[config.mk]
export PLATFORM = sky130hd
export DESIGN_NAME = checksum_engine
export DESIGN_NICKNAME = d
export VERILOG_FILES = /design/src/rtl/sector_pkg.sv /design/src/rtl/checksum_engine.sv
export SDC_FILE = /design/constraint.sdc
export NUM_CORES = 1
export LEC_CHECK = 0
export CAP_MARGIN = 20
export CORE_MARGIN = 5
export CORE_UTILIZATION = 60
export DETAILED_ROUTE_END_ITERATION = 8
export DONT_BUFFER_PORTS = 1
export PLACE_DENSITY = 0.76
export SLEW_MARGIN = 20
export SYNTH_ARGS = -nofsm -noshare
export SYNTH_HDL_FRONTEND = slang
export SYNTH_SLANG_ARGS = --single-unit
[constraint.sdc]
create_clock -name clk -period 9 [get_ports clk]
set_input_delay 0.45 -clock clk [delete_from_list [all_inputs] [get_ports clk]]
set_output_delay 0.45 -clock clk [all_outputs]
set_load 0.01 [all_outputs]
[src/rtl/sector_pkg.sv]
package sector_pkg;

    // Data types shared by the loader blocks

    // One byte as delivered by the SD controller
    typedef logic [7:0] byte_t;

    // One buffer word, also the width of the checksum
    typedef logic [15:0] word_t;

    // Card sector address as seen by the SD controller
    typedef logic [31:0] sector_t;

    // Card protocol constants

    // Every read returns one full sector
    localparam int BYTES_PER_SECTOR = 512;

    // Bytes are paired high byte first, so half as many words
    localparam int WORDS_PER_SECTOR = BYTES_PER_SECTOR / 2;

    // Checksum constants

    // Largest prime below 2**16
    localparam int CHECKSUM_MODULUS = 65521;

    // Sector group layout on the card

    // Distance between two group bases, in sectors
    localparam int GROUP_STRIDE = 100;

    // Groups visited before the base wraps back to sector 0
    localparam int GROUP_COUNT = 5;

endpackage

[src/rtl/checksum_engine.sv]
module checksum_engine #(
    parameter int SECTORS_PER_GROUP = 72,
    localparam int ADDR_W = $clog2(SECTORS_PER_GROUP * sector_pkg::WORDS_PER_SECTOR)
) (
    input  logic              clk,
    input  logic              rst,
    input  logic              group_start,
    input  logic              sum_start,
    input  sector_pkg::word_t rd_data,
    output logic [ADDR_W-1:0] rd_addr,
    output logic              sum_done,
    output sector_pkg::word_t led
);

    import sector_pkg::*;

    localparam int DEPTH = SECTORS_PER_GROUP * WORDS_PER_SECTOR;
    localparam logic [ADDR_W-1:0] LAST_ADDR = ADDR_W'(DEPTH - 1);
    localparam logic [16:0] MOD17 = 17'(CHECKSUM_MODULUS);

    // Address issue in progress
    logic        busy;
    // rd_data holds a word this cycle, and whether it is the last one
    logic        rd_valid;
    logic        rd_last;
    word_t       acc;
    word_t       acc_next;
    logic [16:0] raw_sum;
    logic [16:0] once_sum;
    logic [16:0] twice_sum;

    // acc < modulus and the word < 2**16, so two subtractions always suffice
    always_comb begin
        raw_sum   = {1'b0, acc} + {1'b0, rd_data};
        once_sum  = (raw_sum >= MOD17) ? raw_sum - MOD17 : raw_sum;
        twice_sum = (once_sum >= MOD17) ? once_sum - MOD17 : once_sum;
        acc_next  = word_t'(twice_sum);
    end

    always_ff @(posedge clk) begin
        if (rst) begin
            busy     <= 1'b0;
            rd_addr  <= '0;
            rd_valid <= 1'b0;
            rd_last  <= 1'b0;
            sum_done <= 1'b0;
            led      <= '0;
        end else begin
            // Track the one-cycle read latency
            rd_valid <= busy;
            rd_last  <= busy && (rd_addr == LAST_ADDR);
            sum_done <= rd_last;
            if (sum_start) begin
                busy    <= 1'b1;
                rd_addr <= '0;
            end else if (busy) begin
                if (rd_addr == LAST_ADDR) begin
                    busy <= 1'b0;
                end else begin
                    rd_addr <= rd_addr + ADDR_W'(1);
                end
            end
            // Result shows up together with sum_done
            if (group_start) begin
                led <= '0;
            end else if (rd_last) begin
                led <= acc_next;
            end
        end
    end

    // Running sum
    always_ff @(posedge clk) begin
        if (sum_start) begin
            acc <= '0;
        end else if (rd_valid) begin
            acc <= acc_next;
        end
    end

endmodule

Yosys cells after proc, flatten, opt, wreduce, memory -nomap -nowiden --
Cells that the tools add are included.
Word-level totals: register bits after elaboration 51, input port bits 20, output and inout bits 32
Operators by class: add/sub/neg operators 4, $lt $le $gt $ge 2, equality and inequality tests 1, muxes and demuxes 5, bitwise operators 1, reduce and logical (&&, ||, !) cells 4
Operator list (count):
- $ge A17 B16 Y1 const B | 2
- $add A16 B16 Y17 | 1
- $mux W17 | 1
- $sub A17 B16 Y17 const B | 1
- $mux W16 | 1
- $sub A16 B16 Y16 const B | 1
- $add A15 B1 Y15 const B | 1
- $eq A15 B15 Y1 const B | 1
- $reduce_or A2 Y1 | 2
- $mux W1 | 3
- $reduce_and A2 Y1 | 1
- $logic_and A1 B1 Y1 | 1
- $not A1 Y1 | 1

Depth between registers and ports, before layout --
Gate-level depths: netlist (run 1).
depth after elaboration 5, gate-level depth with buffers 17, mapped depth without buffers 16

Least setup slack after synthesis (run 1) --
Ideal clock, no wire load.
path type input to register, from in rd_data[0], to reg acc[2], library setup time 86 ps, arrival 4232 ps, required time 8914 ps, path slack 4683 ps, stages on the path 15, buffers on the path 0, cells stage by stage ha_1 fa_1 a21o_1 a221oi_2 xnor2_1 o21ai_2 and4bb_1 nand2_2 o31a_4 xnor2_1 ha_1 o31a_1 and4_1 or3_1 a211oi_1
On the way: longest elaborated chain between the ends 5, elaborated cells on any way between the ends 7
Ends and longest elaborated chain:
- start, declared | line checksum_engine.sv:9 | input sector_pkg::word_t rd_data,
- $add A16 B16 Y17 * | line checksum_engine.sv:34 | raw_sum = {1'b0, acc} + {1'b0, rd_data};
- $sub A17 B16 Y17 or $ge A17 B16 Y1 (tied branches) | line checksum_engine.sv:35 | once_sum = (raw_sum >= MOD17) ? raw_sum - MOD17 : raw_sum;
- $mux W17 * | line checksum_engine.sv:35
- $sub A16 B16 Y16 or $ge A17 B16 Y1 (tied branches) | line checksum_engine.sv:36 | twice_sum = (once_sum >= MOD17) ? once_sum - MOD17 : once_sum;
- $mux W16 * | line checksum_engine.sv:36
- end signal, assigned | line checksum_engine.sv:77 | acc <= acc_next;
- end, declared | line checksum_engine.sv:26 | word_t acc;
Every way passes the cells marked *; elsewhere a longest branch is shown, timed or not. A chain may end at the register's enable or synchronous reset.

Worst setup path in the final report (run 1) --
from reg acc[0], to reg led[13]
On the way: longest elaborated chain between the ends 5, elaborated cells on any way between the ends 7
Ends and longest elaborated chain:
- $add A16 B16 Y17 * | line checksum_engine.sv:34
- $sub A17 B16 Y17 or $ge A17 B16 Y1 (tied branches) | line checksum_engine.sv:35
- $mux W17 * | line checksum_engine.sv:35
- $sub A16 B16 Y16 or $ge A17 B16 Y1 (tied branches) | line checksum_engine.sv:36
- $mux W16 * | line checksum_engine.sv:36
- end signal, assigned | line checksum_engine.sv:67 | led <= acc_next;
- end, declared | line checksum_engine.sv:12 | output sector_pkg::word_t led
Marked as above.

==> summary by stage, run 1 <==
Status
The flow ran to the end, and the final reports show no timing, DRC or antenna violations.

Yosys
The number of distinct library cell variants in the gate-level netlist after synthesis is between 80 and 90. The number of cells produced by synthesis is 497. After synthesis the netlist holds a flip-flop and latch count of 51. In this run the mean area of a mapped cell was a little over 8 um^2. Synthesis produced a netlist with a net count of 539. The number of flops mapped to enable cells by yosys is 0.

Among all flip-flop cells after synthesis, the most frequent one is sky130_fd_sc_hd__dfxtp_1. The portion of the post-synthesis area used by sequential elements is 25.2%. The fraction of registers with async set/reset is 0%. During synthesis, Yosys emitted a total of 0 warnings. The mapped cell area is 4050 um^2.

Global routing
Across every metal layer, demand over resource in global routing totals 23.6%. The initial antenna violation count is 0. After global routing the overflow that remains totals 0. The via count of the first global-routing pass is 3382. The global-route wire length before repair is ~17000 um. Entering global routing, the biggest net connects 26 pins.

Cells and area
The repair_antennas step left the layout with diodes totalling 0. The number of nets in the layout is 527. In the final layout, the multi-input gates occupy ~2900 um^2.

Leaving out fill and tap cells, the most frequent cell in the layout is sky130_fd_sc_hd__dfxtp_1. The filler cell count is 582. From synthesis to final layout, the design area changed by 2.50%.

The share of post-route cells with drive strength above 1 is 8.44%. In the layout the commonest cells are sky130_fd_sc_hd__dfxtp_1 (51), sky130_fd_sc_hd__nor2_1 (42), sky130_fd_sc_hd__nand3_1 (35), sky130_fd_sc_hd__a21oi_1 (31), sky130_fd_sc_hd__nand2_1 (28). The total area of sequential cells is roughly 1000 um^2.

STA
The period utilization is between 50% and 60%. The number of endpoints with negative hold slack in the final report was 0. Based on the critical path, the design can be clocked at up to between 0.2 and 0.25 GHz.

Setup violations remaining at the end of the flow were counted as 0. For the final routed database, the setup TNS stands at 0 ns. Setup repair after global routing left no endpoint under its margin. The final count of pins violating max slew was 0. Between clock sinks in the finished design, the worst skew comes to around 0.0084 ns. For the pin with the worst max-slew slack, the measured transition is about 1 ns. The worst-case headroom to the max-slew limit is 34.0%. The smallest clock period supported by the final layout is computed as 4.90 ns.

Clocking
The H-tree was split into 2 levels. Post-CTS repair changed the size of 0 cells. The TritonCTS clock tree is built.

Buffers inserted during clock tree synthesis total 5. The number of hold-repair buffers added at the cts stage is 0. The total setup buffers inserted after CTS is 0.

In this run the clock root is driven by a sky130_fd_sc_hd__clkbuf_8. Clock-pin slew was measured on the worst setup and hold paths at 0.09 ns. No sink is reached through more buffers than the 2 on the longest clock path. The clock sink count is 51.

The later pin in the worst-skew pair is clocked with a latency of 0.30 ns.

Floorplan
The core footprint is between 6000 and 7000 um^2. The floorplan step defined a die boundary enclosing 8500 um^2. The I/O pin count is 52. The die span in x is 92.2 um. Once the floorplan was initialized, standard cells occupied between 60% and 70% of the core.

The die is about 92 um tall. The placement row count is 30.

Power and ir drop
Power spread over the standard cell area amounts to roughly 140 nW/um^2. IR analysis of the VDD net gives a maximum drop of 168 uV. The leakage power figure is roughly 1.5 nW.

Overall power consumption after layout is estimated at 0.000562 W.

Run
The tool flagged a number of max-cap violations equal to 0.

Place
Buffers placed on the I/O ports in this run total 0. The post-DP HPWL is between 7000 and 8000 um. The final RePlAce weighted congestion is ~0.93.

Setup path
The critical path endpoint category is a flop. Along the worst path, the maximum fanout reaches 12. The critical setup path kind is flop to flop. The required time of the worst setup path is just over 9 ns. At the worst endpoint, the arrival time is between 5 and 6 ns. The worst setup path is launched from a flop.

Routing
The detailed-routing iteration count for the pre-antenna-repair pass is 5. In this run the remaining antenna-violating nets after routing total 0. After detailed routing, the average wire length per cell comes to approximately 18 um. For this block, the initial DRC count from the detailed router was about 280. The detailed-route via count is 3770. In the routed design, unresolved DRC markers number 0. Wires add up to approximately 10000 um. In the routed layout, each cell is associated on average with a via count of around 6.7.

Worst hold path
The class of the tightest hold or removal check is input port to flop.
power by group:
| group | switching, W | total [W] | leakage [nW] | internal, W |
|---|---|---|---|---|
| Clock | 0.0000765 | 0.000139 | 0.0516 | 0.0000630 |
| Sequential | 0.00000624 | 0.000237 | 0.413 | 0.000231 |
| Combinational | 0.000117 | 0.000186 | 1.09 | 0.0000689 |
| Total | 0.000199 | 0.000562 | 1.55 | 0.000363 |
per-stage QoR:
step	hold WS [ns]	util, %	cell area (um^2)	instances	setup slack (ns)
final	0.198	62.2	4150	566	4.10
after global routing	0.177	62.2	4150	566	3.71
after global placement	0.473	60.7	4060	558	4.17
after detailed placement	0.475	60.7	4060	558	4.11
after CTS	0.189	62.2	4150	566	4.17
after floorplan	0.446	-	4050	497	4.68
routing by layer:
metal  up-vias  wire length, um  GRT usage (%)
li1       1853                -              -
met1      1747             4490           32.0
met2       151             4520           37.5
met3        19              853           4.84
met4         0              221           7.67
met5         -                0              0
cell usage after synthesis (all sizes together), types with 6 or more instances:
| cell | n | area share, % |
|---|---|---|
| dfxtp | 51 | 25 |
| nor2 | 42 | 3.9 |
| a21oi | 36 | 5.1 |
| nand3 | 36 | 4.6 |
| nand2 | 30 | 2.9 |
| o21ai | 23 | 3.0 |
| ha | 21 | 6.5 |
| inv | 19 | 1.8 |
| nand2b | 19 | 2.9 |
| and3 | 12 | 1.9 |
| xor2 | 12 | 2.6 |
| xnor2 | 11 | 2.4 |
| buf | 10 | 1.5 |
| o211ai | 10 | 2.0 |
| a32o | 9 | 2.2 |
| and2 | 9 | 1.4 |
| clkbuf | 9 | 0.83 |
| a31oi | 8 | 1.2 |
| nor3 | 8 | 0.99 |
| nor2b | 7 | 1.1 |
| o21a | 7 | 1.3 |
| a211oi | 6 | 1.4 |
| nand3b | 6 | 1.1 |
| nand4 | 6 | 0.93 |
| or2 | 6 | 0.93 |
worst paths after layout:
check / cells past startpoint / slack, ns / startpoint / end
setup / recovery: 14 / 4.10 / acc[0] / led[13]
hold / removal: 1 / 0.20 / sum_start / acc[11]
setup reg to reg: 14 / 4.10 / acc[0] / led[13]
hold reg to reg: 1 / 0.50 / acc[12] / acc[12]
critical path, stage by stage (launching register included):
cell and delay, ns:
sky130_fd_sc_hd__dfxtp_1 0.33, sky130_fd_sc_hd__ha_1 0.23, sky130_fd_sc_hd__fa_1 0.45, sky130_fd_sc_hd__a21o_1 0.23
sky130_fd_sc_hd__a221oi_2 0.42, sky130_fd_sc_hd__xnor2_1 0.25, sky130_fd_sc_hd__o211ai_1 0.21, sky130_fd_sc_hd__or2_1 0.29
sky130_fd_sc_hd__or2_0 0.22, sky130_fd_sc_hd__a2111oi_0 0.47, sky130_fd_sc_hd__o21ai_0 0.33, sky130_fd_sc_hd__and3_1 0.28
sky130_fd_sc_hd__o221ai_1 0.76, sky130_fd_sc_hd__nand3_1 0.16, sky130_fd_sc_hd__a21oi_1 0.17
kinds of logic after synthesis:
logic type	after synthesis	synth area share, %
AND/OR/NAND/NOR	206	28.3
AO/OA/AOI/OAI	152	29.2
XOR/XNOR	23	4.97
multiplexers	5	1.30
adder cells (fa/ha/maj)	22	6.98
flip-flops	51	25.2
buffers and inverters	38	4.11
sequential cells by signal (all words and copies together) (netlist names):
register / cells
sum_done: 1
rd_last: 1
led: 16
rd_addr: 15
acc: 16
busy: 1
rd_valid: 1
final cells by class:
| type | count | area share [%] |
|---|---|---|
| multi-input combinational | 408 | 69.0 |
| sequential | 51 | 24.6 |
| tap | 80 | 2.41 |
| clock buffer | 6 | 1.99 |
| inverter | 19 | 1.72 |
| clock inverter | 2 | 0.331 |
No activity file was read; power rests on OpenSTA's default activity.
==> inputs of run 2 (changes only) <==
- clock period: 9 -> 4.7 ns (I/O delays scaled with it)
==> run 2 against run 1 <==
- sequential share of layout area shrank 1.2 points
- clock power grew 130%
- final cell count grew 2.7%
- wire length grew 2.5%
- utilization grew 3.2 points
- count of clock-buffer cells in the layout is the same
- sequential power grew 92%
- fmax grew 9.4%
==> summary by stage, run 2 (synthesis results as in run 1) <==
Routing
The per-cell routed wire length is 17.8 um (-0.13%). The detailed-route via count is 3904 (+3.6%). The detail-routed via count per cell was 6.72 (+0.88%).

The detailed-routing iteration count for the pre-antenna-repair pass is 5 (unchanged). The total routed wirelength came to 10300 um (+2.5%). The count of antenna-violating nets left after detailed routing is 0 (unchanged). The number of violations reported at the end of detailed-routing iteration 0 came to 206 (-25%). The number of DRC violations after detailed routing is 0 (unchanged).

Cells and area
The filler cell count is 576 (-1.0%). The number of antenna repair diodes is 0 (unchanged). The multi-input logic area is 2920 um^2 (+1.9%).

In the layout the commonest cells are sky130_fd_sc_hd__dfxtp_1 (51), sky130_fd_sc_hd__nor2_1 (41), sky130_fd_sc_hd__nand3_1 (34), sky130_fd_sc_hd__a21oi_1 (31), sky130_fd_sc_hd__nand2_1 (28). The largest registers in the layout are acc x16, led x16, rd_addr x15. The number of nets in the layout is 542 (+2.8%). The share of post-route cells with drive strength above 1 was 11.8% (+3.3 points). The total area of sequential cells was 1020 um^2 (unchanged). Leaving out fill and tap cells, the most frequent cell in the layout is sky130_fd_sc_hd__dfxtp_1. Compared with the post-synthesis result, the final layout area differs by 7.72%.

STA
The setup-violating endpoint count in the final report was 0 (unchanged). The summed negative setup slack over all endpoints is 0 ns (unchanged). The worst-case headroom to the max-slew limit came to 47.6% (+14 points).

The time the final worst path needs with I/O delays and setup came to 4.48 ns (-0.419 ns). The worst hold slack across all endpoints was 0.0106 ns (-0.187 ns). The minimum setup slack in the final design is 0.221 ns (-3.88 ns). The number of endpoints with negative hold slack in the final report came to 0 (unchanged). The slew at the pin closest to its max-slew limit came to 0.784 ns (-0.206 ns). The final count of pins violating max slew was 0 (unchanged). The achievable frequency came to 0.223 GHz (+9.4%). The worst setup skew after layout is 0.00944 ns (+0.00101 ns). The period utilization is 95.3% (+41 points).

Run
The max-capacitance violation count is 0 (unchanged).

Global routing
The maximum number of pins on one net before global-route repair was 26 (unchanged). The initial antenna violation count is 0 (unchanged). The via count of the first global-routing pass is 3486 (+3.1%). The global-route wire length before repair is 16600 um (+0.59%).

The remaining global-route overflow is 0 (unchanged). The global router's overall resource usage was 23.7% (+0.13 points).

Place
The worst setup timing slack at the placement stage came to 0.192 ns (-3.92 ns). The number of input and output port buffers inserted came to 0 (unchanged). The post-DP HPWL is 7920 um (+1.9%). The final RePlAce weighted congestion is 0.956 (+2.3%).

Worst hold path
The number of stages on the worst hold path is 1 (unchanged). In this run the worst hold path is classified as input port to flop.

Clocking
The clock sink count was 51 (unchanged). The number of H-tree branching levels is 2 (unchanged). The worst-skew pair later-pin latency is 0.30 ns (about the same). CTS placed an instance of sky130_fd_sc_hd__clkbuf_8 at the clock tree root.

The buffer depth of the longest clock path is 2 (unchanged). The clock buffer count from CTS was 5 (unchanged). The clock transition at the registers of the reported paths is 0.10 ns (about the same). TritonCTS built the clock tree.

Floorplan
The core footprint is 6680 um^2 (unchanged). The I/O pin count was 52 (unchanged). The initial core utilization is 60.6% (unchanged).

The die outline area came to 8500 um^2 (unchanged). The placement row count was 30 (unchanged). The die outline height was 92.2 um (unchanged). The die span in x is 92.2 um (unchanged).

Power and ir drop
The power density normalized to cell area was 267 nW/um^2 (+98%). The leakage power figure was 1.65 nW (+6.3%). The worst ir drop on vdd was 277 uV (+66%).

Setup path
The startpoint kind of the worst setup timing path is a flop. The depth of the worst register-to-register path came to 15 (+1). The worst setup path is captured at a flop.

The critical setup path kind is flop to flop. The required time of the worst setup path was 4.92 ns (-4.32 ns). The arrival time of the worst setup path is 4.69 ns (-0.44 ns). The worst-path maximum fanout is 5 (-7).

Status
The flow ran to the end, and the final reports show no timing, DRC or antenna violations.
[run 2: cell types whose count changed in the layout (fill, tap and decap cells not counted), moves of 2 or more]
cell / change
sky130_fd_sc_hd__buf_4: +11
sky130_fd_sc_hd__dlygate4sd3_1: +3
sky130_fd_sc_hd__xnor2_1: -2
sky130_fd_sc_hd__xnor2_2: +2
[run 2: report_power, final]
part           switching [W]  internal, W  leakage (nW)
logic               0.000236     0.000156          1.17
clock network       0.000145     0.000175        0.0618
registers          0.0000120     0.000442         0.413
[run 2: path summary, 6_finish.rpt]
path                                start      end  slack, ns
worst max register to register     acc[0]   led[2]       0.22
worst min-delay path            sum_start   acc[3]       0.01
worst max-delay path               acc[0]   led[2]       0.22
worst min register to register    acc[15]  acc[15]       0.49
[run 2: area by class of cell]
type	instances	area share (%)
inverters	19	1.63
repair buffers	15	3.04
multi-input cells	408	66.9
clock inverters	2	0.889
clock buffers	6	1.89
well taps	80	2.29
flip-flops and latches	51	23.4
[run 2: critical path, stage by stage, from the launching register on]
cell and delay, ns:
sky130_fd_sc_hd__dfxtp_1 0.33, sky130_fd_sc_hd__ha_1 0.23, sky130_fd_sc_hd__fa_1 0.45, sky130_fd_sc_hd__a21o_1 0.25, sky130_fd_sc_hd__nor4b_1 0.40, sky130_fd_sc_hd__a311o_2 0.21, sky130_fd_sc_hd__o21ai_2 0.09, sky130_fd_sc_hd__and4bb_1 0.35
sky130_fd_sc_hd__nand2_2 0.10, sky130_fd_sc_hd__o31a_4 0.43, sky130_fd_sc_hd__mux2i_1 0.18, sky130_fd_sc_hd__ha_1 0.24, sky130_fd_sc_hd__o31a_1 0.30, sky130_fd_sc_hd__and4_1 0.20, sky130_fd_sc_hd__or3_1 0.38, sky130_fd_sc_hd__a211oi_1 0.24
[run 2: metal layers]
| metal | global-route usage [%] | up-vias | routed length [um] |
|---|---|---|---|
| met5 | 0 | - | 0 |
| met4 | 5.57 | 0 | 155 |
| met3 | 5.17 | 16 | 800 |
| met2 | 39.5 | 143 | 4810 |
| met1 | 31.4 | 1861 | 4570 |
| li1 | - | 1884 | - |
[run 2: stage by stage]
step,instance area [um^2],instances,total power [W],util [%]
after floorplan,4050,497,0.000746,-
after global placement,4120,566,0.000819,61.6
after detailed placement,4120,566,0.000823,61.6
after CTS,4260,576,0.00115,63.7
after global routing,4360,581,0.00123,65.3
final,4360,581,0.00117,65.3
[run 2: repair_timing]
item / CTS / global route
buffers inserted: 0 / 4
gates resized for setup: 0 / 11
setup endpoints to repair: 0 / 15
hold endpoints to repair: 10 / 1
hold buffers: 2 / 1
==> inputs of run 3 (changes only) <==
- CORE_UTILIZATION: 60 -> 35
- PLACE_DENSITY: 0.76 -> default
==> run 3 against run 2 <==
- utilization fell by 26 points
- power rose by 4.9%
- count of clock-buffer cells in the layout did not move
- clock power rose by 17%
- final cell count increased by 10%
- fmax increased by 0.92%
- combinational power is essentially flat
- clock skew shrank 0.0028 ns
- sequential share of layout area is 0.47 points lower
- sequential power is essentially flat
- critical endpoint unchanged
==> summary by stage, run 3 (synthesis results as in run 1) <==
Worst hold path
The worst hold path endpoint is sum_done. The number of stages on the worst hold path is 1 (unchanged). The worst hold path belongs to the class input port to flop.

The hold path startpoint is rst.

Floorplan
The core footprint came to 11400 um^2 (+70%). The die span in x is 118 um (+28%). The I/O pin count is 52 (unchanged). The placement row count is 39 (+30%). The die outline area is 13800 um^2 (+63%). The die outline height is 118 um (+28%). The initial core utilization is 35.6% (-25 points).

Cells and area
The number of nets in the layout is 539 (-0.55%). The top cell types in the final layout, fill and taps aside, are sky130_fd_sc_hd__dfxtp_1 (51), sky130_fd_sc_hd__nor2_1 (41), sky130_fd_sc_hd__nand3_1 (34), sky130_fd_sc_hd__a21oi_1 (31), sky130_fd_sc_hd__nand2_1 (28). The leading cell type in the layout, fill and taps excluded is sky130_fd_sc_hd__dfxtp_1. The number of antenna repair diodes came to 0 (unchanged). The share of post-route cells with drive strength above 1 is 12.2% (+0.47 points).

The post-synthesis to final-layout area growth is 9.91%. The core utilization of the finished layout was 39.2% (-26 points). In the final layout, the registers with the most flip-flops are acc x16, led x16, rd_addr x15.

Clocking
The number of H-tree branching levels is 2 (unchanged). The clock sink count is 51 (unchanged). The clock buffer count from CTS came to 5 (unchanged). The TritonCTS clock tree is built.

The worst-skew pair later-pin latency is 0.29 ns (about the same). The buffer depth of the longest clock path was 2 (unchanged). The clock root buffer is sky130_fd_sc_hd__clkbuf_16.

The clock transition at the registers of the reported paths is 0.07 ns (-0.03 ns).

Global routing
The global-route wire length before repair came to 19000 um (+14%). The via count of the first global-routing pass is 3769 (+8.1%). The maximum number of pins on one net before global-route repair was 26 (unchanged). The remaining global-route overflow is 0 (unchanged). The global router's overall resource usage is 16.1% (-7.6 points). The initial antenna violation count is 0 (unchanged).

STA
The number of endpoints with negative hold slack in the final report is 0 (unchanged). The worst-case headroom to the max-slew limit came to 50.6% (+3.0 points). The worst setup skew after layout is 0.00666 ns (-0.00278 ns). The final count of pins violating max slew was 0 (unchanged). The period utilization is 94.4% (-0.87 points). The summed negative setup slack over all endpoints is 0 ns (unchanged).

The slew at the pin closest to its max-slew limit came to 0.740 ns (-0.0447 ns). The time the final worst path needs with I/O delays and setup is 4.44 ns (-0.0407 ns). The setup-violating endpoint count in the final report is 0 (unchanged). The achievable frequency came to 0.225 GHz (+0.92%). Setup repair after global routing left no endpoint under its margin.

Power and ir drop
The worst ir drop on vdd is 205 uV (-26%). The power density normalized to cell area was 275 nW/um^2 (+2.8%). The leakage power figure is 1.68 nW (+2.2%).

Routing
The detailed-route via count is 3887 (-0.44%). The detail-routed via count per cell is 6.06 (-9.8%). The number of violations reported at the end of detailed-routing iteration 0 came to 209 (+1.5%).

The count of antenna-violating nets left after detailed routing is 0 (unchanged). The total routed wirelength is 11700 um (+14%). The per-cell routed wire length was 18.3 um (+2.9%).

The detailed-routing iteration count for the pre-antenna-repair pass is 5 (unchanged). The number of DRC violations after detailed routing is 0 (unchanged).

Setup path
For this design, the slowest cell found on the critical path is sky130_fd_sc_hd__ha_1. The worst-path maximum fanout is 8 (+3). The delay contributed by the slowest stage of the critical path is 0.51 ns (+0.06 ns). The library cell appearing most often on the critical path is sky130_fd_sc_hd__ha_1. The signal on the critical path passes through ha_1 > a21oi_2 > o22ai_1 > o21ai_0 > a31oi_1 > and2_2 > nand4_1 > o31a_4 > mux2i_1 > ha_1 > o31a_1 > and4_1 > or3_1 > a211oi_1. The required time of the worst setup path came to 4.90 ns (-0.02 ns). The critical path endpoint category is a flop. The depth of the worst register-to-register path is 14 (-1). STA classifies the critical path startpoint as a flop. The slack of the worst reg-to-reg path is 0.26 ns (+0.04 ns).

The worst setup path is of the flop to flop kind. In this run the critical register-to-register path is launched from acc[6]. The arrival time of the worst setup path came to 4.64 ns (-0.05 ns). The worst register-to-register path ends at led[2].

Run
The max-capacitance violation count is 0 (unchanged).

Place
The number of input and output port buffers inserted is 0 (unchanged). The final RePlAce weighted congestion is 0.916 (-4.2%). The post-DP HPWL was 9070 um (+15%).

Status
The run finished with clean final reports.
run 3: cell count changes in the layout (fill, tap and decap cells not counted), sizes merged:
cell / change
dlygate4sd3: -1
buf: -2
bufinv: -1
clkinv: +1
run 3: layout make-up:
| cell class | count | area [um^2] |
|---|---|---|
| Inverter | 19 | 71.3 |
| Multi-Input combinational cell | 408 | 2930 |
| Clock inverter | 2 | 13.8 |
| Sequential cell | 51 | 1020 |
| Timing Repair Buffer | 12 | 95.1 |
| Tap cell | 143 | 179 |
| Fill cell | 1188 | 6920 |
| Clock buffer | 6 | 139 |
run 3: power by group:
group / switching (W) / total, W / internal, W
Combinational: 0.000241 / 0.000393 / 0.000152
Clock: 0.000164 / 0.000377 / 0.000213
Sequential: 0.0000122 / 0.000454 / 0.000442
Total: 0.000417 / 0.00122 / 0.000807
run 3: routing by layer:
metal	up-vias	wire [um]	global-route usage, %
met4	0	193	3.80
met1	1848	5220	21.3
met5	-	0	0
met3	17	890	4.13
met2	141	5430	26.4
li1	1881	-	-
run 3: how the worst max path moves through the flow:
stage / startpoint / to / slack, ns / cells after the start
6_report: acc[6] / led[2] / 0.26 / 14
5_1_grt: acc[3] / led[2] / 0.01 / 14
4_1_cts: acc[0] / led[2] / 0.18 / 15
3_5_place_dp: acc[0] / led[2] / 0.23 / 15
3_3_place_gp: acc[0] / acc[2] / 0.33 / 15
2_1_floorplan: acc[0] / acc[2] / 0.55 / 15
run 3: what timing repair did:
action,in CTS,in global routing
buffers inserted,0,3
endpoints found under the hold margin,1,4
gates resized for setup,0,16
setup endpoints to repair,0,10
hold buffers,1,1
run 3: worst max-delay path: cells and delay by family (launching register included):
kind            cells  cell delay, ns
mux                 1            0.17
fa+ha+maj           2            0.75
flops               1            0.35
simple gates        4            1.12
compound gates      7            1.96
run 3: per-stage QoR:
stage                     area [um^2]  total power, W  hold slack (ns)  instances  worst slack [ns]
after floorplan                  4050        0.000746            0.307        497             0.555
after CTS                        4350         0.00121          0.00251        637             0.181
final                            4450         0.00122          0.00913        641             0.262
after global placement           4190        0.000819            0.309        628             0.335
after detailed placement         4190        0.000827            0.310        628             0.227
after global routing             4450         0.00129          0.00240        641            0.0114
